==> src/logic/proc_macros.svh <==
`ifndef PROC_MACROS_SVH
`define PROC_MACROS_SVH

// Datapath and instruction word width
`define WORD_W 16

// Both memories are word addressed
`define IMEM_AW 8
`define IMEM_DEPTH 256
`define DMEM_AW 8
`define DMEM_DEPTH 256

// Eight general registers, R0 is not hardwired
`define REG_AW 3
`define REG_CNT 8

// NOP opcode with every other field zero
`define NOP_WORD 16'h0800

`endif

==> src/logic/instrMem.sv <==
`timescale 1ns/1ps
`include "proc_macros.svh"

module instrMem (
   input  logic                clk,
   input  logic                rstN,
   input  logic                loadEn,
   input  logic [`IMEM_AW-1:0] loadAddr,
   input  logic [`WORD_W-1:0]  loadData,
   input  logic [`IMEM_AW-1:0] rdAddr,
   output logic [`WORD_W-1:0]  rdData
);

   logic [`WORD_W-1:0] mem [`IMEM_DEPTH];

   // Program load is only accepted while the core sits in reset
   always_ff @(posedge clk) begin
      if (!rstN && loadEn) begin
         mem[loadAddr] <= loadData;
      end
   end

   // Fetch reads straight off the PC
   assign rdData = mem[rdAddr];

endmodule

==> config.mk <==
export PLATFORM = sky130hd
export DESIGN_NAME = instrMem
export DESIGN_NICKNAME = d
export VERILOG_FILES = /design/src/logic/instrMem.sv
export VERILOG_INCLUDE_DIRS = /design/src /design/src/logic
export SDC_FILE = /design/constraint.sdc
export NUM_CORES = 2
export LEC_CHECK = 0
export ABC_AREA = 1
export BUFFER_PORTS_ARGS = -buffer_cell sky130_fd_sc_hd__buf_4
export CORE_MARGIN = 4
export CORE_UTILIZATION = 40
export DETAILED_ROUTE_END_ITERATION = 8
export PLACE_DENSITY_LB_ADDON = 0.3
export SETUP_SLACK_MARGIN = 0.2
export SLEW_MARGIN = 20
export SYNTH_ARGS = -nofsm -noshare
export SYNTH_HDL_FRONTEND = slang
export SYNTH_SLANG_ARGS = --single-unit
==> constraint.sdc <==
create_clock -name clk -period 4.6 [get_ports clk]
set_input_delay 0.69 -clock clk [delete_from_list [all_inputs] [get_ports clk]]
set_output_delay 0.69 -clock clk [all_outputs]
set_load 0.01 [all_outputs]
==> run summary <==
Timing analysis after detailed placement gives a worst setup slack of 0.0129 ns. Global routing used 31.5% of the available met1 tracks. Setup repair after global routing could not meet its margin everywhere.

The post-layout minimum cycle time is 4.41 ns, and the cell area after layout is 189000 um2. Met2 track demand over resource in global routing: 35.1%. The worst hold path depth is 1. After floorplanning, the core was divided into 235 placement rows. The maximum achievable frequency was 0.227 GHz. When the netlist entered floorplanning its net count stood at 13638.

The global routing stage identified its most utilized layer as met2. Leakage power of the design: 66.0 nW. Across the VDD grid, the largest voltage drop is 0.338 mV. The run gives 13737 as the first-iteration detailed-routing DRC count. The combined area of all synthesized cells is 165000 um2, and the first-pass GRT wire length is 708 mm. The number of flip-flops under the largest register name came out at 4096. For the worst setup path, the data arrival time is 3.72 ns. STA puts the critical path data required time at 3.91 ns. Most common cell after layout, fill and taps aside: nand2_1. The number of nets in the final layout is 13915. Measured along the y axis, the die boundary spans 651 um. The worst setup path is captured at an output pin. At the pin with the least slew margin, the transition time is 1.06 ns. The sink of the worst hold path is mem[148][5]$_DFFE_PP_.

The post-synthesis area per instance is 12.2 um2. The register with the most flip-flops in the final layout is mem. Once detailed placement completed, the half-perimeter wirelength came to 285 mm. The largest registers in the layout are mem: 4096 flops.

In this run the tightest slew margin relative to its limit is 29.5%. The logs give 0.188 ns for the worst path setup slack after routing and 36355 for the number of filler instances in the final layout. The deepest clock path buffer count is 4. Setup total negative slack on the finished layout was measured at 0 ns. After floorplanning, the core was sized to cover 411000 um2. The number of antenna violations at the first check in global routing is 22, and the number of hold violations in the final report is 0.

Dividing the detail-routed via count by the number of cells gives 5.53. Yosys printed 0 warnings. From synthesis to final layout, the design area changed by 14.2%.

The H-tree was split into 5 levels. The top cell types in the final layout, fill and taps aside, are nand2_1, edfxtp_1, nand3_1. edfxtp_1 takes more of the synthesized area than any other cell. The worst setup path is of the in -> out kind. For the wire length after detailed routing, the log shows 488 mm. The root buffer cell chosen for the clock tree is clkbuf_16. In the global route stage, met3 resource usage came out at 3.43%. The die covers 424000 um2. Power density normalized to cell area: 422 nW/um2.

The number of sinks on the clock net was 4096; the max-slew violation total from the final report was 0. Summing all placed instances gives a cell area of 175000 um2. The residual overflow from global routing is 0. The routed layout has 108819 vias.

The distinct cell type count after synthesis was 13. The run gives 6 as the number of iterations in the first detailed-routing pass. Critical path launch point type: an input pin. The chip width is 651 um.

Once the floorplan was initialized, standard cells occupied 40.2% of the core. Post-CTS timing repair inserted 0 buffers for setup. The final setup violation count is 0. After synthesis, the cell types taking the most area are edfxtp_1, nand3_1, nand2_1.

In this run the most critical hold path is launched from loadData[5]. Synthesis produced a netlist whose cell count is 13603. Total of buffers placed on input and output ports: 50.

Dividing the final minimum period by the clock period gives 95.9%. TritonCTS built the clock tree. The post-route netlist has 9.95% of its cells at a drive strength greater than 1. Sequential cells were found to cover 74.4% of the synthesized design area.

The number of routed nets with antenna violations came out at 0. Of all nets on the critical path, the largest fanout is 27. The worst min-delay path category is in -> reg. Routability-driven placement finished with a final weighted congestion of 0.856.

Entering global routing, the biggest net connects 147 pins. The run gives 0 as the number of violations of the max-capacitance limit. The share of the synthesized area in the top cell type is 74.4%. In this run, CTS created clock tree buffers numbering 414.

The number of synthesized register bits is 4096. The flow ran to the end, and the final reports show no timing, DRC or antenna violations. Clock-pin slew was measured on the worst setup and hold paths at 0.06 ns. The detailed-route wire length per cell was 24.8 um; the count of unresolved DRC violations after routing was 0. In this run the count of I/O pins placed on the die edge is 51.

For this run, the total global-route usage over all layers was measured as 22.3%. The tools report the via count of the first global-routing pass as 101295.
-- Yosys cell counts --
cell and n:
buf_1 78, buf_12 1, buf_2 521, buf_4 110, buf_6 64, clkbuf_1 163, edfxtp_1 4096, inv_1 36
inv_2 2, inv_4 2, nand2_1 4211, nand3_1 4035, nor2_1 284
-- worst max-delay path, stage by stage --
cell	delay [ns]
buf_16	0.17
inv_16	0.20
buf_16	0.24
buf_4	0.19
buf_12	0.20
nand2_1	0.07
nand3_1	0.08
nand3_1	0.20
nand3_1	0.19
nand3_1	0.09
nand3_1	0.17
nand3_1	0.25
nand2_2	0.33
nand2_1	0.09
nand2_1	0.12
buf_12	0.12
buf_4	0.11
-- metal layers --
layer	vias up	routed length, um
met2	4961	227000
met5	-	0
li1	49152	-
met3	793	42100
met1	53913	200000
met4	0	19200
-- repair_timing --
| action | CTS | global route |
|---|---|---|
| resized for setup | 7 | 6 |
| pin swaps | 0 | 0 |
| gates cloned | 2 | 1 |
| endpoints found under the setup margin | 5 | 5 |
| hold buffers | 0 | 0 |
-- how the worst max path moves through the flow --
stage | startpoint | to | slack [ns] | cells past startpoint
after floorplan | loadEn | mem[201][0]$_DFFE_PP_ | 1.93 | 6
after global placement | rdAddr[0] | rdData[8] | 0.03 | 16
after detailed placement | rdAddr[0] | rdData[8] | 0.01 | 16
after CTS | rdAddr[0] | rdData[8] | 0.20 | 16
after global routing | rdAddr[0] | rdData[8] | 0.19 | 16
final | rdAddr[0] | rdData[6] | 0.19 | 17
-- report_power, final --
part | switching (W) | internal, W | leakage, nW
combinational | 0.00380 | 0.00134 | 22.7
clock | 0.0143 | 0.0190 | 6.50
sequential | 0.00000933 | 0.0411 | 36.8
total | 0.0181 | 0.0615 | 66.0
-- per-stage QoR --
stage	std cells	utilization, %	power [W]	hold slack [ns]
2_1_floorplan	13603	-	0.0444	0.789
3_3_place_gp	18912	42.7	0.0470	1.12
3_5_place_dp	18912	42.7	0.0470	1.12
4_1_cts	19675	45.9	0.0800	0.0765
5_1_grt	19684	45.9	0.0819	0.110
6_report	19686	46.0	0.0796	0.128
-- cell type report --
cell class,count,area [um2],share of cell area (%)
Inverter,40,203,0.107
Timing Repair inverter,1,8.76,0.00464
Clock buffer,503,10800,5.71
Sequential cell,4096,123000,65.2
Clock inverter,258,2520,1.34
Multi-Input combinational cell,8530,37200,19.7
Antenna cell,10,25.0,0.0133
Timing Repair Buffer,797,8220,4.36
Tap cell,5451,6820,3.61
-- cell families (layout without fill, tap and decap cells) --
group / count (synthesis) / in the layout / share of synthesized area, %
simple gates: 8530 / 8530 / 22.4
buf+inv: 977 / 1599 / 3.17
other cells: 0 / 10 / 0
flops: 4096 / 4096 / 74.4
(Power assumes the default switching activity.)
