**src/logic/proc_macros.svh**
```systemverilog
`ifndef PROC_MACROS_SVH
`define PROC_MACROS_SVH

// Datapath and instruction word width
`define WORD_W 16

// Both memories are word addressed
`define IMEM_AW 8
`define IMEM_DEPTH 256
`define DMEM_AW 8
`define DMEM_DEPTH 256

// Eight general registers, R0 is not hardwired
`define REG_AW 3
`define REG_CNT 8

// NOP opcode with every other field zero
`define NOP_WORD 16'h0800

`endif

```
**src/logic/hazardUnit.sv**
```systemverilog
`timescale 1ns/1ps
`include "proc_macros.svh"

module hazardUnit (
   input  logic [`REG_AW-1:0] decRs,
   input  logic [`REG_AW-1:0] decRt,
   input  logic [`REG_AW-1:0] dxRs,
   input  logic [`REG_AW-1:0] dxRt,
   input  logic [`REG_AW-1:0] dxRd,
   input  logic               dxMemRead,
   input  logic [`REG_AW-1:0] xmRd,
   input  logic               xmRegWrite,
   input  logic [`REG_AW-1:0] mwRd,
   input  logic               mwRegWrite,
   output logic               stall,
   output logic [1:0]         fwdA,
   output logic [1:0]         fwdB
);

   // 01 takes the memory stage result, 10 writeback, 00 the register file
   function automatic logic [1:0] fwdSel(input logic [`REG_AW-1:0] src,
                                         input logic [`REG_AW-1:0] mRd,
                                         input logic               mWr,
                                         input logic [`REG_AW-1:0] wRd,
                                         input logic               wWr);
      if (mWr && mRd == src) begin
         return 2'b01;
      end else if (wWr && wRd == src) begin
         return 2'b10;
      end
      return 2'b00;
   endfunction

   always_comb begin
      fwdA = fwdSel(dxRs, xmRd, xmRegWrite, mwRd, mwRegWrite);
      fwdB = fwdSel(dxRt, xmRd, xmRegWrite, mwRd, mwRegWrite);
   end

   // Load data is not ready until writeback, hold the consumer one cycle
   assign stall = dxMemRead && (dxRd == decRs || dxRd == decRt);

endmodule

```
**config.mk**
```make
export PLATFORM = sky130hd
export DESIGN_NAME = hazardUnit
export DESIGN_NICKNAME = d
export VERILOG_FILES = /design/src/logic/hazardUnit.sv
export VERILOG_INCLUDE_DIRS = /design/src /design/src/logic
export SDC_FILE = /design/constraint.sdc
export NUM_CORES = 1
export LEC_CHECK = 0
export BUFFER_PORTS_ARGS = -buffer_cell sky130_fd_sc_hd__buf_2
export CAP_MARGIN = 25
export CORE_AREA = 4 4 41 43
export DETAILED_ROUTE_END_ITERATION = 10
export DIE_AREA = 0 0 45 47
export PLACE_DENSITY = 0.46
export SKIP_LAST_GASP = 1
export SYNTH_ARGS = -nofsm -noshare
export SYNTH_HDL_FRONTEND = slang
export SYNTH_SLANG_ARGS = --single-unit
```
**constraint.sdc**
```tcl
create_clock -name vclk -period 1.3
set_clock_uncertainty 0.15 [all_clocks]
set_input_delay 0 -clock vclk [all_inputs]
set_output_delay 0 -clock vclk [all_outputs]
set_load 0.01 [all_outputs]
```
==> impl_results.html <==
<table>
<tr><th>Metric</th><th>Value</th></tr>
<tr><th colspan="2">Outcome</th></tr>
<tr><td>Status</td><td>complete, no violations</td></tr>
<tr><th colspan="2">Critical path</th></tr>
<tr><td>Launching instance or port of the critical path</td><td>xmRd[0]</td></tr>
<tr><td>Critical Path Fanout Max</td><td>2</td></tr>
<tr><td>Type of destination of the critical path</td><td>output pin</td></tr>
<tr><td>Setup crit end</td><td>fwdA[1]</td></tr>
<tr><td>WP data arrival</td><td>0.68 ns</td></tr>
<tr><td>Critical path launch point type</td><td>input pin</td></tr>
<tr><td>Data required time at the worst endpoint</td><td>about 1.2 ns</td></tr>
<tr><td>Worst Setup Path Type</td><td>in2out</td></tr>
<tr><th colspan="2">Placement</th></tr>
<tr><td>Cell area reported after detailed placement</td><td>393 sq um</td></tr>
<tr><td>Detailed-placement wirelength estimate</td><td>687 um</td></tr>
<tr><td>Placer Congestion</td><td>roughly 0.63</td></tr>
<tr><td>Placed Cells incl. Taps</td><td>73</td></tr>
<tr><td>Number of port buffers</td><td>29</td></tr>
<tr><th colspan="2">Floorplan</th></tr>
<tr><td>Total I/O pin count</td><td>29</td></tr>
<tr><td>Initial core utilization</td><td>0.176</td></tr>
<tr><td>Total Die Area</td><td>roughly 2100 sq um</td></tr>
<tr><td>Placeable core region</td><td>1300 sq um</td></tr>
<tr><td>Floorplan row count</td><td>13</td></tr>
<tr><td>Die Y-Extent</td><td>about 47 um</td></tr>
<tr><td>Horizontal die dimension</td><td>45 um</td></tr>
<tr><th colspan="2">Global route</th></tr>
<tr><td>Maximum number of pins on one net before global-route repair</td><td>5</td></tr>
<tr><td>Initial antenna violation count</td><td>0</td></tr>
<tr><td>Global-route wire length before repair</td><td>~1100 um</td></tr>
<tr><td>GRT Total Usage</td><td>0.0645</td></tr>
<tr><td>Overflow left after global routing</td><td>0</td></tr>
<tr><td>Vias in the first global route</td><td>285</td></tr>
<tr><th colspan="2">Final layout</th></tr>
<tr><td>FFs &amp; Latches</td><td>0</td></tr>
<tr><td>Design Area, Final</td><td>393 sq um</td></tr>
<tr><td>Number of clock-tree buffers in the layout</td><td>0</td></tr>
<tr><td>Fillcell total</td><td>163</td></tr>
<tr><td>Number of non-filler instances in the completed layout</td><td>73</td></tr>
<tr><td>Diodes inserted</td><td>0</td></tr>
<tr><td>Final net count</td><td>84</td></tr>
<tr><td>Relative area change from synthesis to final layout</td><td>71.6%</td></tr>
<tr><td>Area of all sequential standard cells</td><td>0 sq um</td></tr>
<tr><td>Fraction of layout cells with a size suffix above 1</td><td>0.569</td></tr>
<tr><th colspan="2">Power</th></tr>
<tr><td>Cell Pwr Density</td><td>between 300 and 400 nW/um^2</td></tr>
<tr><td>Leakage dissipation</td><td>0.188 nW</td></tr>
<tr><td>Maximum VDD drop</td><td>0.109 mV</td></tr>
<tr><th colspan="2">Drt</th></tr>
<tr><td>Post-DR wirelength/cell</td><td>9.26 um</td></tr>
<tr><td>Detail-routed via count per cell</td><td>approximately 4.1</td></tr>
<tr><td>DRC violations left</td><td>0</td></tr>
<tr><td>Starting DRC count in detailed routing</td><td>1</td></tr>
<tr><td>Vias</td><td>299</td></tr>
<tr><td>Detailed Route WL</td><td>between 600 and 700 um</td></tr>
<tr><td>Number of nets with antenna violations after routing</td><td>0</td></tr>
<tr><td>TritonRoute pass-1 iters</td><td>2</td></tr>
<tr><th colspan="2">Synth</th></tr>
<tr><td>Synthesized netlist net count</td><td>between 50 and 60</td></tr>
<tr><td>Syn avg cell area</td><td>7.90 sq um</td></tr>
<tr><td>Share of synthesized cell area in and, or, nand and nor gates</td><td>0.311</td></tr>
<tr><td>Portion of netlist area occupied by mux cells</td><td>0</td></tr>
<tr><td>Post-synthesis share of cell area spent on full adders, half adders and majority gates</td><td>0</td></tr>
<tr><td>Count of warnings emitted by yosys</td><td>0</td></tr>
<tr><td>Dominant combinational cell family by area after synthesis</td><td>XOR/XNOR gates</td></tr>
<tr><td>Area fraction in compound gates after synthesis</td><td>0.0765</td></tr>
<tr><td>XOR/XNOR Fraction of Synth Area</td><td>0.612</td></tr>
<tr><td>Number of distinct library cells after synthesis</td><td>8</td></tr>
<tr><td>Gate Count Post-Synth</td><td>29</td></tr>
<tr><td>Sequential fraction of the synthesis area</td><td>0</td></tr>
<tr><td>Synthesized area</td><td>229 sq um</td></tr>
<tr><th colspan="2">Timing</th></tr>
<tr><td>Post-route setup TNS</td><td>0 ns</td></tr>
<tr><td>Fmax</td><td>1200 MHz</td></tr>
<tr><td>Worst-margin pin slew</td><td>0.163 ns</td></tr>
<tr><td>Final setup violating endpoints</td><td>0</td></tr>
<tr><td>Normalized max-slew margin</td><td>0.890</td></tr>
<tr><td>Max-slew violation count</td><td>0</td></tr>
<tr><td>Final hold viol count</td><td>0</td></tr>
<tr><td>Post-route clock period utilization</td><td>0.640</td></tr>
<tr><td>Final Critical Period</td><td>0.832 ns</td></tr>
<tr><td>Unrepaired setup endpoints after global routing</td><td>false</td></tr>
<tr><th colspan="2">Clock tree</th></tr>
<tr><td>Cells resized by post-CTS repair</td><td>0</td></tr>
<tr><td>Setup repair bufs after CTS</td><td>0</td></tr>
<tr><td>Cts-stage hold buffer count</td><td>0</td></tr>
<tr><th colspan="2">Hold path</th></tr>
<tr><td>Classification of the worst-slack hold path</td><td>in2out</td></tr>
<tr><td>Hold wc startpoint</td><td>mwRegWrite</td></tr>
<tr><th colspan="2">Job</th></tr>
<tr><td>Reported max-cap violation count</td><td>0</td></tr>
</table>
[critical path, cell delays in order]
cell and delay (ns):
buf_2 0.11, xnor2_1 0.16, and4_4 0.24, nor2_2 0.04
buf_2 0.13
[area by class of cell]
class,count,area [sq um],share of cell area
timing repair buffer,29,145,0.369
tap,15,18.8,0.0478
multi-input combinational,29,229,0.583
[metal layers]
metal	up-vias	GRT usage	routed length, um
li1	160	-	-
met1	128	0.0787	241
met2	11	0.130	374
met3	0	0.00383	60
met4	0	0	0
met5	-	0	0
[Yosys cell counts (all sizes together)]
master   instances  share of area
nand2            1          0.016
nand4            2          0.055
and4             2          0.098
o2111ai          2          0.077
xnor2           16           0.61
and2             2          0.055
nor2             4          0.087
[cells in the final DEF (no fill, tap or decap)]
master      n
nand2_1     1
nor2_2      2
o2111ai_1   2
xnor2_1    16
and2_1      2
nor2_1      2
and4_4      2
nand4_1     2
buf_2      29
[power by group]
| group | switching, W | internal, W | total, W |
|---|---|---|---|
| clock network | 0 | 0 | 0 |
| registers | 0 | 0 | 0 |
| logic | 0.0000536 | 0.0000725 | 0.000126 |
| total | 0.0000536 | 0.0000725 | 0.000126 |
[per-stage QoR]
stage               hold slack [ns]  power [W]   util  setup slack (ns)
floorplan                   -0.0408  0.0000632      -             0.702
global placement              0.187   0.000127  0.302             0.462
detailed placement            0.193   0.000129  0.302             0.459
CTS                           0.193   0.000129  0.302             0.452
global route                  0.201   0.000140  0.302             0.424
finish                        0.192   0.000126  0.302             0.468
[cell families (layout without fill, tap and decap cells)]
kind of cell	Yosys count	count (layout)
XOR/XNOR	16	16
AND/OR/NAND/NOR	11	11
AO/OA/AOI/OAI	2	2
buffers and inverters	0	29
[worst min-delay path by stage]
stage,depth (start not counted),to,slack (ns)
2_1_floorplan,2,fwdA[1],-0.04
3_3_place_gp,4,fwdA[1],0.19
3_5_place_dp,4,fwdA[1],0.19
4_1_cts,4,fwdA[1],0.19
5_1_grt,4,fwdA[1],0.20
6_report,4,fwdA[1],0.19
Power figures use the tool's default switching activity.
