File: src/logic/proc_macros.svh
`ifndef PROC_MACROS_SVH
`define PROC_MACROS_SVH

// Datapath and instruction word width
`define WORD_W 16

// Both memories are word addressed
`define IMEM_AW 8
`define IMEM_DEPTH 256
`define DMEM_AW 8
`define DMEM_DEPTH 256

// Eight general registers, R0 is not hardwired
`define REG_AW 3
`define REG_CNT 8

// NOP opcode with every other field zero
`define NOP_WORD 16'h0800

`endif

File: src/logic/procPkg.sv
`include "proc_macros.svh"

package procPkg;

   // Major opcodes, the R-type ops share one and are split by func
   typedef enum logic [4:0] {
      opHalt  = 5'b00000,
      opNop   = 5'b00001,
      opJ     = 5'b00100,
      opAddi  = 5'b01000,
      opBeqz  = 5'b01100,
      opSt    = 5'b10000,
      opLd    = 5'b10001,
      opRType = 5'b11011
   } opcodeT;

   typedef struct packed {
      opcodeT             op;
      logic [`REG_AW-1:0] rs;
      logic [`REG_AW-1:0] rt;
      logic [`REG_AW-1:0] rd;
      logic [1:0]         func;
   } rViewT;

   typedef struct packed {
      opcodeT             op;
      logic [`REG_AW-1:0] rs;
      logic [`REG_AW-1:0] rd;
      logic [4:0]         imm5;
   } iViewT;

   // J takes {rs, off8} as its 11-bit offset
   typedef struct packed {
      opcodeT             op;
      logic [`REG_AW-1:0] rs;
      logic [7:0]         off8;
   } bViewT;

   typedef union packed {
      rViewT rView;
      iViewT iView;
      bViewT bView;
   } instrT;

   typedef struct packed {
      logic       regWrite;
      logic       aluSrcImm;
      logic [1:0] aluOp;
      logic       memRead;
      logic       memWrite;
      logic       isBranch;
      logic       isJump;
      logic       isHalt;
      logic       illegal;
   } ctrlT;

endpackage

File: src/logic/executeStage.sv
`timescale 1ns/1ps
`include "proc_macros.svh"

module executeStage (
   input  logic                clk,
   input  logic                rstN,
   input  procPkg::ctrlT       dxCtrl,
   input  logic [`WORD_W-1:0]  dxVal1,
   input  logic [`WORD_W-1:0]  dxVal2,
   input  logic [`REG_AW-1:0]  dxRd,
   input  logic [`WORD_W-1:0]  dxImm,
   input  logic [`IMEM_AW-1:0] dxPc,
   input  logic [1:0]          fwdA,
   input  logic [1:0]          fwdB,
   input  logic [`WORD_W-1:0]  xmFwdVal,
   input  logic [`WORD_W-1:0]  mwFwdVal,
   output logic                redirect,
   output logic [`IMEM_AW-1:0] redirectPc,
   output procPkg::ctrlT       xmCtrl,
   output logic [`WORD_W-1:0]  xmAlu,
   output logic [`WORD_W-1:0]  xmStoreData,
   output logic [`REG_AW-1:0]  xmRd
);

   logic [`WORD_W-1:0] opA;
   logic [`WORD_W-1:0] opB;
   logic [`WORD_W-1:0] aluB;
   logic [`WORD_W-1:0] aluOut;
   logic [`WORD_W-1:0] target;

   function automatic logic [`WORD_W-1:0] pickOperand(input logic [1:0]         sel,
                                                      input logic [`WORD_W-1:0] regVal,
                                                      input logic [`WORD_W-1:0] mVal,
                                                      input logic [`WORD_W-1:0] wVal);
      case (sel)
         2'b01:   return mVal;
         2'b10:   return wVal;
         default: return regVal;
      endcase
   endfunction

   always_comb begin
      opA = pickOperand(fwdA, dxVal1, xmFwdVal, mwFwdVal);
      opB = pickOperand(fwdB, dxVal2, xmFwdVal, mwFwdVal);
   end

   assign aluB = dxCtrl.aluSrcImm ? dxImm : opB;

   // aluOp follows the R-type func field, ADDI and memory ops use add
   always_comb begin
      case (dxCtrl.aluOp)
         2'b00:   aluOut = opA + aluB;
         2'b01:   aluOut = opA - aluB;
         2'b10:   aluOut = opA & aluB;
         default: aluOut = opA ^ aluB;
      endcase
   end

   // Branch and jump share one target, PC plus one plus offset
   assign target     = `WORD_W'(dxPc) + `WORD_W'(1) + dxImm;
   assign redirectPc = target[`IMEM_AW-1:0];
   assign redirect   = (dxCtrl.isBranch && opA == '0) || dxCtrl.isJump;

   always_ff @(posedge clk) begin
      if (!rstN) begin
         xmCtrl <= '0;
      end else begin
         xmCtrl <= dxCtrl;
      end
   end

   always_ff @(posedge clk) begin
      xmAlu       <= aluOut;
      xmStoreData <= opB;
      xmRd        <= dxRd;
   end

endmodule

File: config.mk
export PLATFORM = sky130hd
export DESIGN_NAME = executeStage
export DESIGN_NICKNAME = d
export VERILOG_FILES = /design/src/logic/procPkg.sv /design/src/logic/executeStage.sv
export VERILOG_INCLUDE_DIRS = /design/src /design/src/logic
export SDC_FILE = /design/constraint.sdc
export NUM_CORES = 1
export LEC_CHECK = 0
export ABC_AREA = 0
export BUFFER_PORTS_ARGS = -buffer_cell sky130_fd_sc_hd__buf_2
export CORE_ASPECT_RATIO = 1.5
export CORE_MARGIN = 10
export CORE_UTILIZATION = 49
export CTS_CLUSTER_DIAMETER = 60
export DETAILED_ROUTE_END_ITERATION = 6
export HOLD_SLACK_MARGIN = 0.12
export PLACE_DENSITY = 0.82
export SLEW_MARGIN = 10
export SYNTH_ARGS = -nofsm -noshare
export SYNTH_HDL_FRONTEND = slang
export SYNTH_SLANG_ARGS = --single-unit
File: constraint.sdc
create_clock -name clk -period 4.8 [get_ports clk]
set_input_delay 0.48 -clock clk [delete_from_list [all_inputs] [get_ports clk]]
set_output_delay 0.48 -clock clk [all_outputs]
set_load 0.01 [all_outputs]
==> results.txt <==
* CTS H-tree depth: 2
- The worst setup path is launched from an input pin.
- TritonCTS created 5 clock buffers.
- Crit-path max cell delay: 0.52 ns
* Post-layout nets: 775
- The multi-input combinational cells in the finished layout cover a total of 2660 µm².
- The number of max-slew violations in the final report was 0.
- For the final routed database, the setup TNS stands at 0 ns.
* Dominant register cell in the synthesized netlist: sky130_fd_sc_hd__dfxtp_1
- Initial Util: 0.499
- Static power due to leakage: 2.41 nW
* Number of antenna violations at the first check in global routing: 0
- Vias in the first global route: 4,195
- In this run the standard cell core region covers 7560 µm².
- The critical path contains buffers and inverters numbering 3 combined.
- The floorplan has 39 rows.
- IO Pins: 161
- Global placer's final weighted congestion: 0.869
- Input and output buffers added on the ports amount to 160.
- Chip Height: 128 µm
- Largest delay share family, worst path: compound AO/OA/AOI/OAI gates
- Overall overflow remaining after global route: 0
- Ranking of synthesized cells by instance count: sky130_fd_sc_hd__ha_1, sky130_fd_sc_hd__nand2_1, sky130_fd_sc_hd__dfxtp_1, sky130_fd_sc_hd__o21ai_0, sky130_fd_sc_hd__nor2_1
- Category of the most critical setup path: input pin to flip-flop
- Post-synthesis sequential element count: 45
* Clk buf depth: 2
* Layout filler cell count: 676
- For this run, the number of Yosys warnings is 0.
- Biggest area contributors in the synthesized netlist: sky130_fd_sc_hd__dfxtp_1, sky130_fd_sc_hd__ha_1, sky130_fd_sc_hd__a22oi_1, sky130_fd_sc_hd__o21ai_0, sky130_fd_sc_hd__nand2_1
- Post-synthesis net count: 621
* Post-DP Area: 4670 µm²
- The repair_antennas step left the layout with diodes totalling 0.
* Rel. slew slack: 0.459
- Synthesis instantiated 46 different standard cells from the library.
- TritonCTS clock tree: done
- Top cell by count, worst path: sky130_fd_sc_hd__ha_1
* Hold Buf Count CTS: 0
- The finished cells cover 4820 µm².
- A synthesized cell averages 8.12 µm².
- The first detailed-routing pass ran for 7 iterations.
- The detailed router finished its first iteration with 282 violations.
- Register area: 901 µm²
* Syn Inst Count: 465
- Entering global routing, the biggest net connects 36 pins.
* Async SR Flop Fraction: 0
- Total power: 1.53 mW
- Die outline width: 91.7 µm
* Final cycle utilization of the critical path: 0.913
* Share of final-layout standard cells stronger than drive strength 1: 0.318
- The cell area that synthesis handed to floorplanning was 3780 µm².
* Crit path max-delay cell type: sky130_fd_sc_hd__ha_1
- Hold timing on the final database bottoms out at a slack of 0.283 ns.
* Number of enable flip-flop cells after synthesis: 0
- Worst slew pin tran: 0.804 ns
- Global-route wire length before repair: 19,900 µm
- Critical path data required time: 4.97 ns
- Setup repair after global routing left no endpoint under its margin.
- For the worst setup path, the data arrival time is 4.55 ns.
- Walking the worst path, the cells encountered are buf_2, inv_1, ha_1, a221oi_1, o31ai_1, inv_1, ha_1, nand2_1, o21ai_0, xor2_1, ha_1, a21o_1, or3_1, o211ai_1, a21oi_1, o21a_1, o41ai_1, xnor2_1, o21ai_1.
- For this run, the total global-route usage over all layers was measured as 0.205.
- Type of the tightest min-delay check: input pin to flip-flop
* Worst-path fanout max: 16
- Num Clock Sinks: 45
* DR vias: 4,003
- Die footprint: 11,700 µm²
* Wire per inst: 17.7 µm
- Kind of capture point of the worst setup path: flip-flop
- Remaining DRCs: 0
- Number of resized instances in the post-cts repair step: 0
- For this run, the register share of the synthesized area comes to 0.238.
- Detailed placement ended at an HPWL of 10,700 µm.
- After clock tree synthesis, the clock-pin slew on the worst setup and hold paths is 0.06 ns.
- Via density per instance: 5.54
* Count of buffers added by post-CTS timing repair for setup: 0
- ANT nets after route: 0
* Min Tclk post-route: 4.38 ns
* Growth of design area from synthesis to finish: 27.6%
* Result of the run: complete, no violations
- Max-cap violations: 0
- Setup violations remaining at the end of the flow were counted as 0.
- Post-synth top area share: 0.238
* Final Routed Wirelength: 12,800 µm
* Most common cell in the netlist: sky130_fd_sc_hd__ha_1
- Final Hold Viols: 0
- Based on the critical path, the design can be clocked at up to 228 MHz.
- Worst ir drop on vdd: 0.000186 V
- In this run the clock root is driven by a sky130_fd_sc_hd__clkbuf_16.
* Power density of the placed cells: 317 nW/µm²
- The biggest area contributor in the post-synthesis netlist is sky130_fd_sc_hd__dfxtp_1.
==> state kept, by name, indices dropped and copies added (netlist names) <==
| signal | cells |
|---|---|
| xmAlu | 16 |
| xmCtrl | 10 |
| xmRd | 3 |
| xmStoreData | 16 |
==> metal layers <==
metal,part of all wire,vias to the layer above,global-route usage
met5,0,-,0
met4,0.030,0,0.0984
met3,0.084,30,0.0598
met2,0.51,215,0.366
met1,0.38,1795,0.215
li1,-,1963,-
==> cell families after synthesis <==
logic type	synth area share
buf+inv	0.0586
flops	0.238
xor+xnor	0.0788
mux	0.0537
simple gates	0.161
fa+ha+maj	0.166
compound gates	0.243
==> final cells by class <==
cell class                 count  share of cell area
clock buffer                   5              0.0260
clock inverter                 3             0.00519
inverter                      25              0.0195
multi-input combinational    370               0.551
sequential                    45               0.187
tap                          102              0.0265
timing repair buffer         172               0.185
==> worst paths after layout <==
path    start         to  slack (ns)  cells after the start
max   fwdB[0]  xmAlu[15]        0.42                     19
min   dxRd[2]    xmRd[2]        0.28                      1
==> layout by cell type, fill, tap and decap left out, types with 3 or more instances in the layout <==
cell type	instances
sky130_fd_sc_hd__a21o_1	6
sky130_fd_sc_hd__a21oi_1	29
sky130_fd_sc_hd__a221oi_1	7
sky130_fd_sc_hd__a22oi_1	28
sky130_fd_sc_hd__and2_1	10
sky130_fd_sc_hd__buf_2	160
sky130_fd_sc_hd__buf_4	12
sky130_fd_sc_hd__clkbuf_16	5
sky130_fd_sc_hd__dfxtp_1	45
sky130_fd_sc_hd__ha_1	47
sky130_fd_sc_hd__inv_1	25
sky130_fd_sc_hd__mux2_2	10
sky130_fd_sc_hd__mux2i_1	9
sky130_fd_sc_hd__nand2_1	46
sky130_fd_sc_hd__nand2b_1	7
sky130_fd_sc_hd__nor2_1	36
sky130_fd_sc_hd__nor2b_1	6
sky130_fd_sc_hd__nor3b_1	5
sky130_fd_sc_hd__nor4_1	4
sky130_fd_sc_hd__o211ai_1	5
sky130_fd_sc_hd__o21a_1	3
sky130_fd_sc_hd__o21ai_0	42
sky130_fd_sc_hd__o21ai_1	4
sky130_fd_sc_hd__o21bai_1	3
sky130_fd_sc_hd__o31ai_1	4
sky130_fd_sc_hd__xnor2_1	19
sky130_fd_sc_hd__xor2_1	15
==> metrics by stage <==
stage / util / setup WS (ns) / std cells
6_report: 0.637 / 0.416 / 722
5_1_grt: 0.637 / 0.127 / 722
4_1_cts: 0.637 / 0.519 / 722
3_5_place_dp: 0.617 / 0.212 / 714
3_3_place_gp: 0.617 / 0.329 / 714
2_1_floorplan: - / 0.586 / 465
==> where the power goes <==
group          switching (mW)  internal [mW]  leakage (nW)  total, mW
clock                   0.161          0.196        0.0704      0.357
sequential             0.0133          0.438         0.378      0.451
combinational           0.406          0.314          1.96      0.719
total                   0.580          0.947          2.41       1.53
Note: power is estimated with default switching activity, not from simulation.
