**config.mk**
```make
export PLATFORM = sky130hd
export DESIGN_NAME = fetchStage
export DESIGN_NICKNAME = d
export VERILOG_FILES = /design/src/logic/procPkg.sv /design/src/logic/fetchStage.sv
export VERILOG_INCLUDE_DIRS = /design/src /design/src/logic
export SDC_FILE = /design/constraint.sdc
export NUM_CORES = 1
export LEC_CHECK = 0
export BUFFER_PORTS_ARGS = -buffer_cell sky130_fd_sc_hd__clkbuf_2
export CORE_ASPECT_RATIO = 0.7
export CORE_MARGIN = 1
export CORE_UTILIZATION = 50
export CTS_BUF_LIST = sky130_fd_sc_hd__clkbuf_4 sky130_fd_sc_hd__clkbuf_8
export DETAILED_ROUTE_END_ITERATION = 12
export PLACE_DENSITY = 0.86
export SYNTH_ARGS = -nofsm -noshare
export SYNTH_HDL_FRONTEND = slang
export SYNTH_SLANG_ARGS = --single-unit
```
**constraint.sdc**
```tcl
create_clock -name clk -period 3.5 [get_ports clk]
set_input_delay 0.35 -clock clk [delete_from_list [all_inputs] [get_ports clk]]
set_output_delay 0.35 -clock clk [all_outputs]
set_load 0.005 [all_outputs]
```
**src/logic/proc_macros.svh**
```systemverilog
`ifndef PROC_MACROS_SVH
`define PROC_MACROS_SVH

// Datapath and instruction word width
`define WORD_W 16

// Both memories are word addressed
`define IMEM_AW 8
`define IMEM_DEPTH 256
`define DMEM_AW 8
`define DMEM_DEPTH 256

// Eight general registers, R0 is not hardwired
`define REG_AW 3
`define REG_CNT 8

// NOP opcode with every other field zero
`define NOP_WORD 16'h0800

`endif

```
**src/logic/procPkg.sv**
```systemverilog
`include "proc_macros.svh"

package procPkg;

   // Major opcodes, the R-type ops share one and are split by func
   typedef enum logic [4:0] {
      opHalt  = 5'b00000,
      opNop   = 5'b00001,
      opJ     = 5'b00100,
      opAddi  = 5'b01000,
      opBeqz  = 5'b01100,
      opSt    = 5'b10000,
      opLd    = 5'b10001,
      opRType = 5'b11011
   } opcodeT;

   typedef struct packed {
      opcodeT             op;
      logic [`REG_AW-1:0] rs;
      logic [`REG_AW-1:0] rt;
      logic [`REG_AW-1:0] rd;
      logic [1:0]         func;
   } rViewT;

   typedef struct packed {
      opcodeT             op;
      logic [`REG_AW-1:0] rs;
      logic [`REG_AW-1:0] rd;
      logic [4:0]         imm5;
   } iViewT;

   // J takes {rs, off8} as its 11-bit offset
   typedef struct packed {
      opcodeT             op;
      logic [`REG_AW-1:0] rs;
      logic [7:0]         off8;
   } bViewT;

   typedef union packed {
      rViewT rView;
      iViewT iView;
      bViewT bView;
   } instrT;

   typedef struct packed {
      logic       regWrite;
      logic       aluSrcImm;
      logic [1:0] aluOp;
      logic       memRead;
      logic       memWrite;
      logic       isBranch;
      logic       isJump;
      logic       isHalt;
      logic       illegal;
   } ctrlT;

endpackage

```
**src/logic/fetchStage.sv**
```systemverilog
`timescale 1ns/1ps
`include "proc_macros.svh"

module fetchStage (
   input  logic                clk,
   input  logic                rstN,
   input  logic                stall,
   input  logic                redirect,
   input  logic [`IMEM_AW-1:0] redirectPc,
   input  logic                halted,
   input  logic [`WORD_W-1:0]  imemData,
   output logic [`IMEM_AW-1:0] imemAddr,
   output procPkg::instrT      fdInstr,
   output logic [`IMEM_AW-1:0] fdPc
);

   logic [`IMEM_AW-1:0] pc;

   // Redirect wins over a stall, a halted core stops counting
   always_ff @(posedge clk) begin
      if (!rstN) begin
         pc <= '0;
      end else if (redirect) begin
         pc <= redirectPc;
      end else if (!stall && !halted) begin
         pc <= pc + 1'b1;
      end
   end

   assign imemAddr = pc;

   // Fetch/decode register, squashed on a taken branch or jump
   always_ff @(posedge clk) begin
      if (!rstN) begin
         fdInstr <= `NOP_WORD;
      end else if (redirect || halted) begin
         fdInstr <= `NOP_WORD;
      end else if (!stall) begin
         fdInstr <= imemData;
      end
   end

   always_ff @(posedge clk) begin
      if (!stall) begin
         fdPc <= pc;
      end
   end

endmodule

```
==> results.cfg, run 1 <==
[critical_path]
critical_path_class = register to register
cp-start-kind = register
critPathCaptureType = register
reg2reg_to = imemAddr[6]$_SDFFE_PN0P_
r2r_cells = 4
worstPathArrival_ns = 1.90
crit_required_ns = 3.77
reg2reg_from = imemAddr[1]$_SDFFE_PN0P_
crit_fanout = 6
rrSetupSlack_ns = 1.87

[die]
start_util = 0.553
rows = 14
pin_count = 61
core_mm2 = 0.00226
die_h_um = 43.8
die_x_um = 61.8
dieArea_mm2 = 0.00271

[clocking]
cts_root_buf = clkbuf_4
clock_sinks = 32
numCtsBuffers = 5
hold_buffers = 0
post_cts_buffers = 0
ctsLongestPathBuffers = 2
clk_pin_slew_ns = 0.10
cts.htree.levels = 2
clk_latency_ns = 0.33
cts_tree = built
cts_resized = 0

[job]
max_cap_viol_count = 0

[timing]
min_period_ns = 1.63
hold_viol_final = 0
setup_viol_count_final = 0
fin_worst_skew_ns = 0.0117
worstMarginPinSlew_ns = 0.626
worst_slew_margin_rel = 0.583
fmax_ghz = 0.612
whs_ns = 0.247
min_period_over_period = 0.467
setup_tns_ns = 0
drv_slew = 0
rsz0062_at_grt = false

[logic_synthesis]
synth_edf_count = 8
ys.flop_type = dfxtp_1
synth_area_per_cell_um2 = 10.8
synthTopCellsByCount = 24 x dfxtp_1, 19 x nor2_1, 15 x mux2i_1
syn_area_mm2 = 0.00125
ys_top_cells_by_area = dfxtp_1 38%, edfxtp_1 19%, mux2i_1 12%, nor2_1 5.7%, o21ai_0 2.8%
yosysSeqAreaShare = 0.577
synthCells = 116
synth_nets = 146
yosysTopAreaCellShare = 0.384
yosysWarnings = 0
post-synth-top-count-cell = dfxtp_1
async_flop_share = 0
synth_cell_types = 29
yosysTopAreaCell = dfxtp_1
synth-seq-cells = 32

[grt]
grt_pass1_vias = 999
grt_start_max_net_pins = 24
antenna_found_initial = 0
grt_remaining_overflow = 0
grt_pass1_wl_mm = 4.45
grt_usage = 0.238

[final_layout]
fin_area_mm2 = 0.00163
synthToLayoutAreaGrowth_pct = 30.0
diodes = 0
nNetsFinal = 208
drive_above_1_share = 0.397

[detailed_routing]
ant_nets = 0
routed_wl_mm = 2.84
dr.pass1.iters = 4
drtIter0Drc = 30
vias_per_cell = 5.14
vias = 1084
drc = 0
avgRoutedWirePerCell_um = 13.4

[worst_hold_path]
worstHoldEndpoint = fdInstr[14]$_SDFFE_PP0N_
hold_depth = 3
hp-class = primary input to register
holdCritStartpoint = imemData[14]

[placement]
dpl-instance-area_mm2 = 0.00157
dp.final_hpwl_mm = 2.10
port_buffers = 60
gp_congestion = 0.955

[power]
peakVddDrop_mv = 0.240
p_per_area_mw_per_mm2 = 431
power_mw = 0.701
p_leak_nw = 0.764

[run_status]
status = completed
## layout by cell type, fill, tap and decap left out
master / instances
inv_2: 2
nor2b_1: 2
mux2i_1: 15
clkbuf_4: 7
a211o_1: 1
a221o_1: 1
xnor2_1: 2
a21oi_1: 2
nand4bb_1: 1
nor2_1: 19
dfxtp_1: 24
and3b_1: 1
or3b_4: 1
o2111a_1: 1
nand2_1: 3
or3_1: 3
clkinv_2: 1
inv_1: 2
o31a_1: 1
o21ai_0: 7
a31oi_1: 3
edfxtp_1: 8
clkbuf_2: 60
o21ai_1: 5
nand3_1: 2
nand2b_1: 1
a211oi_1: 1
nand4_1: 1
a311oi_1: 1
ha_1: 1
## per-stage QoR
stage / util / cells / setup WS [ns]
finish: 0.719 / 211 / 1.87
global route: 0.719 / 211 / 1.82
CTS: 0.719 / 211 / 1.89
detailed placement: 0.694 / 203 / 1.64
global placement: 0.694 / 203 / 1.66
floorplan: - / 116 / 2.00
## flip-flops by register name, summed over array words and instances (netlist names)
register / cells
imemAddr: 8
fdPc: 8
fdInstr: 16
## logic make-up (layout without fill, tap and decap cells)
kind of cell,after synthesis,in the layout,synth area share
AO/OA/AOI/OAI,23,23,0.115
AND/OR/NAND/NOR,34,34,0.134
adder cells (fa/ha/maj),1,1,0.0100
buffers and inverters,9,72,0.0300
XOR/XNOR,2,2,0.0140
multiplexers,15,15,0.120
flip-flops,32,32,0.577
## worst max-delay path, cell delays in order, from the launching register on
cell and delay [ns]:
dfxtp_1 0.47, ha_1 0.19, or3b_4 0.41, or3_1 0.36, a31oi_1 0.15
## per-layer routing
layer	up-vias	routed length, um	GRT usage
li1	542	-	-
met1	486	1190	0.276
met2	50	1400	0.366
met3	6	209	0.125
met4	0	36	0.107
met5	-	0	0
## how the worst max path moves through the flow
| stage | to | depth (start not counted) | start | slack (ns) |
|---|---|---|---|---|
| after floorplan | imemAddr[4]$_SDFFE_PN0P_ | 4 | imemAddr[0]$_SDFFE_PN0P_ | 2.00 |
| after global placement | imemAddr[6]$_SDFFE_PN0P_ | 4 | stall | 1.66 |
| after detailed placement | imemAddr[6]$_SDFFE_PN0P_ | 4 | stall | 1.64 |
| after CTS | imemAddr[6]$_SDFFE_PN0P_ | 4 | imemAddr[1]$_SDFFE_PN0P_ | 1.89 |
| after global routing | imemAddr[6]$_SDFFE_PN0P_ | 4 | imemAddr[0]$_SDFFE_PN0P_ | 1.82 |
| final | imemAddr[6]$_SDFFE_PN0P_ | 4 | imemAddr[1]$_SDFFE_PN0P_ | 1.87 |
## power by group
group	total (mW)	internal, mW	switching [mW]	leakage, nW
clock	0.213	0.0937	0.120	0.0361
sequential	0.411	0.396	0.0144	0.278
combinational	0.0767	0.0390	0.0377	0.450
## cell type report
cell class / count / area (um2)
Clock buffer: 7 / 52.6
Clock inverter: 1 / 5.00
Fill cell: 172 / 634
Inverter: 4 / 15.0
Multi-Input combinational cell: 75 / 492
Sequential cell: 32 / 721
Tap cell: 32 / 40.0
Timing Repair Buffer: 60 / 300
Note: power is estimated with default switching activity, not from simulation.
==> run 2: changes to the inputs <==
- CORE_UTILIZATION: 50 -> 47
- PLACE_DENSITY: 0.86 -> 0.81
- clock period: 3.5 -> 1.6 ns (I/O delays scaled with it)
==> results.cfg, run 2 (synthesis gave the netlist of run 1 again) <==
[grt]
grt_usage = 0.180
antenna_found_initial = 0
grt_remaining_overflow = 0
grt_start_max_net_pins = 16
grt_pass1_vias = 872
grt_pass1_wl_mm = 3.83

[timing]
drv_slew = 0
fmax_ghz = 0.685
rsz0062_at_grt = false
setup_tns_ns = 0
min_period_ns = 1.46
worstMarginPinSlew_ns = 0.314
fin_worst_skew_ns = 0.00237
setup_viol_count_final = 0
hold_viol_final = 0
whs_ns = 0.121
min_period_over_period = 0.912
worst_slew_margin_rel = 0.790
setup_ws_ns = 0.141

[critical_path]
path_delay_family = simple AND/OR/NAND/NOR gates
crit_start = imemAddr[0]$_SDFFE_PN0P_
crit_required_ns = 1.80
worstPathArrival_ns = 1.65
critical_path_class = register to register
worst_path_largest_cell_delay_ns = 0.40
r2r_cells = 4
reg2reg_from = imemAddr[0]$_SDFFE_PN0P_
cp-start-kind = register
cp_slowest_cell = or3b_4
cp_num_cells = 4
rrSetupSlack_ns = 0.14
crit_buf_inv = 0
crit_fanout = 5
critPathCaptureType = register
path_cells = ha_1 > or3b_4 > or3_1 > a31oi_1

[clocking]
clk_latency_ns = 0.26
ctsLongestPathBuffers = 2
cts.htree.levels = 2
clock_sinks = 32
clk_pin_slew_ns = 0.06
cts_resized = 0
numCtsBuffers = 5
cts_tree = built
hold_buffers = 0
post_cts_buffers = 0
cts_root_buf = clkbuf_8

[final_layout]
final_cell_mix = 60 x clkbuf_2, 24 x dfxtp_1, 19 x nor2_1
largest_register_ffs = 16
num-fill-cells = 199
diodes = 0
fin_area_mm2 = 0.00170
synthToLayoutAreaGrowth_pct = 35.7
fin_cells = 218
final_common_cell = clkbuf_2
nNetsFinal = 213
drive_above_1_share = 0.413
top_register = fdInstr

[die]
rows = 15
core_mm2 = 0.00250
die_x_um = 63.6
die_h_um = 45.1
dieArea_mm2 = 0.00287
start_util = 0.501
pin_count = 61

[placement]
port_buffers = 60
dp.final_hpwl_mm = 2.00
dp_slack_ns = 0.143
gp_congestion = 0.825
placed_cells = 210
dpl-instance-area_mm2 = 0.00161

[worst_hold_path]
holdCritStartpoint = imemData[8]
hp-class = primary input to register
hold_depth = 3

[job]
max_cap_viol_count = 0

[power]
p_leak_nw = 0.801
p_per_area_mw_per_mm2 = 978
peakVddDrop_mv = 0.952

[detailed_routing]
vias_per_cell = 4.82
drtIter0Drc = 22
drc = 0
vias = 1051
dr.pass1.iters = 4
ant_nets = 0
avgRoutedWirePerCell_um = 11.8
routed_wl_mm = 2.57

[run_status]
status = completed
## run 2: cell count changes in the layout (fill, tap and decap cells not counted), sizes merged
cell / before / now
buf: 0 / 5
## run 2: report_power, final
part | internal (mW) | total (mW) | switching, mW | leakage [nW]
sequential | 0.868 | 0.892 | 0.0242 | 0.278
combinational | 0.0945 | 0.183 | 0.0882 | 0.474
clock | 0.338 | 0.584 | 0.246 | 0.0491
total | 1.30 | 1.66 | 0.359 | 0.801
## run 2: final timing paths
path,endpoint
setup reg to reg,imemAddr[6]$_SDFFE_PN0P_
setup / recovery,imemAddr[6]$_SDFFE_PN0P_
hold / removal,fdInstr[8]$_SDFFE_PP0N_
hold reg to reg,fdInstr[11]$_SDFFE_PP1N_
## run 2: worst min-delay path, stage by stage
cell	delay, ns
clkbuf_2	0.07
mux2i_1	0.05
nor2_1	0.07
## run 2: layer usage
metal / GRT usage / wire (um)
met1: 0.234 / 1200
met2: 0.291 / 1210
met3: 0.0631 / 139
met4: 0.0409 / 12
met5: 0 / 0
## run 2: cell type report
class,count,area (um2),area share
repair buffers,65,338,0.199
well taps,34,42.5,0.0251
inverters,4,15.0,0.00885
flip-flops and latches,32,721,0.425
clock buffers,7,83.8,0.0494
multi-input cells,75,492,0.290
clock inverters,1,5.00,0.00295
## run 2: stage by stage
step / total power, mW / util
2_1_floorplan: 0.993 / -
3_3_place_gp: 1.09 / 0.644
3_5_place_dp: 1.09 / 0.644
4_1_cts: 1.68 / 0.680
5_1_grt: 1.74 / 0.680
6_report: 1.66 / 0.680
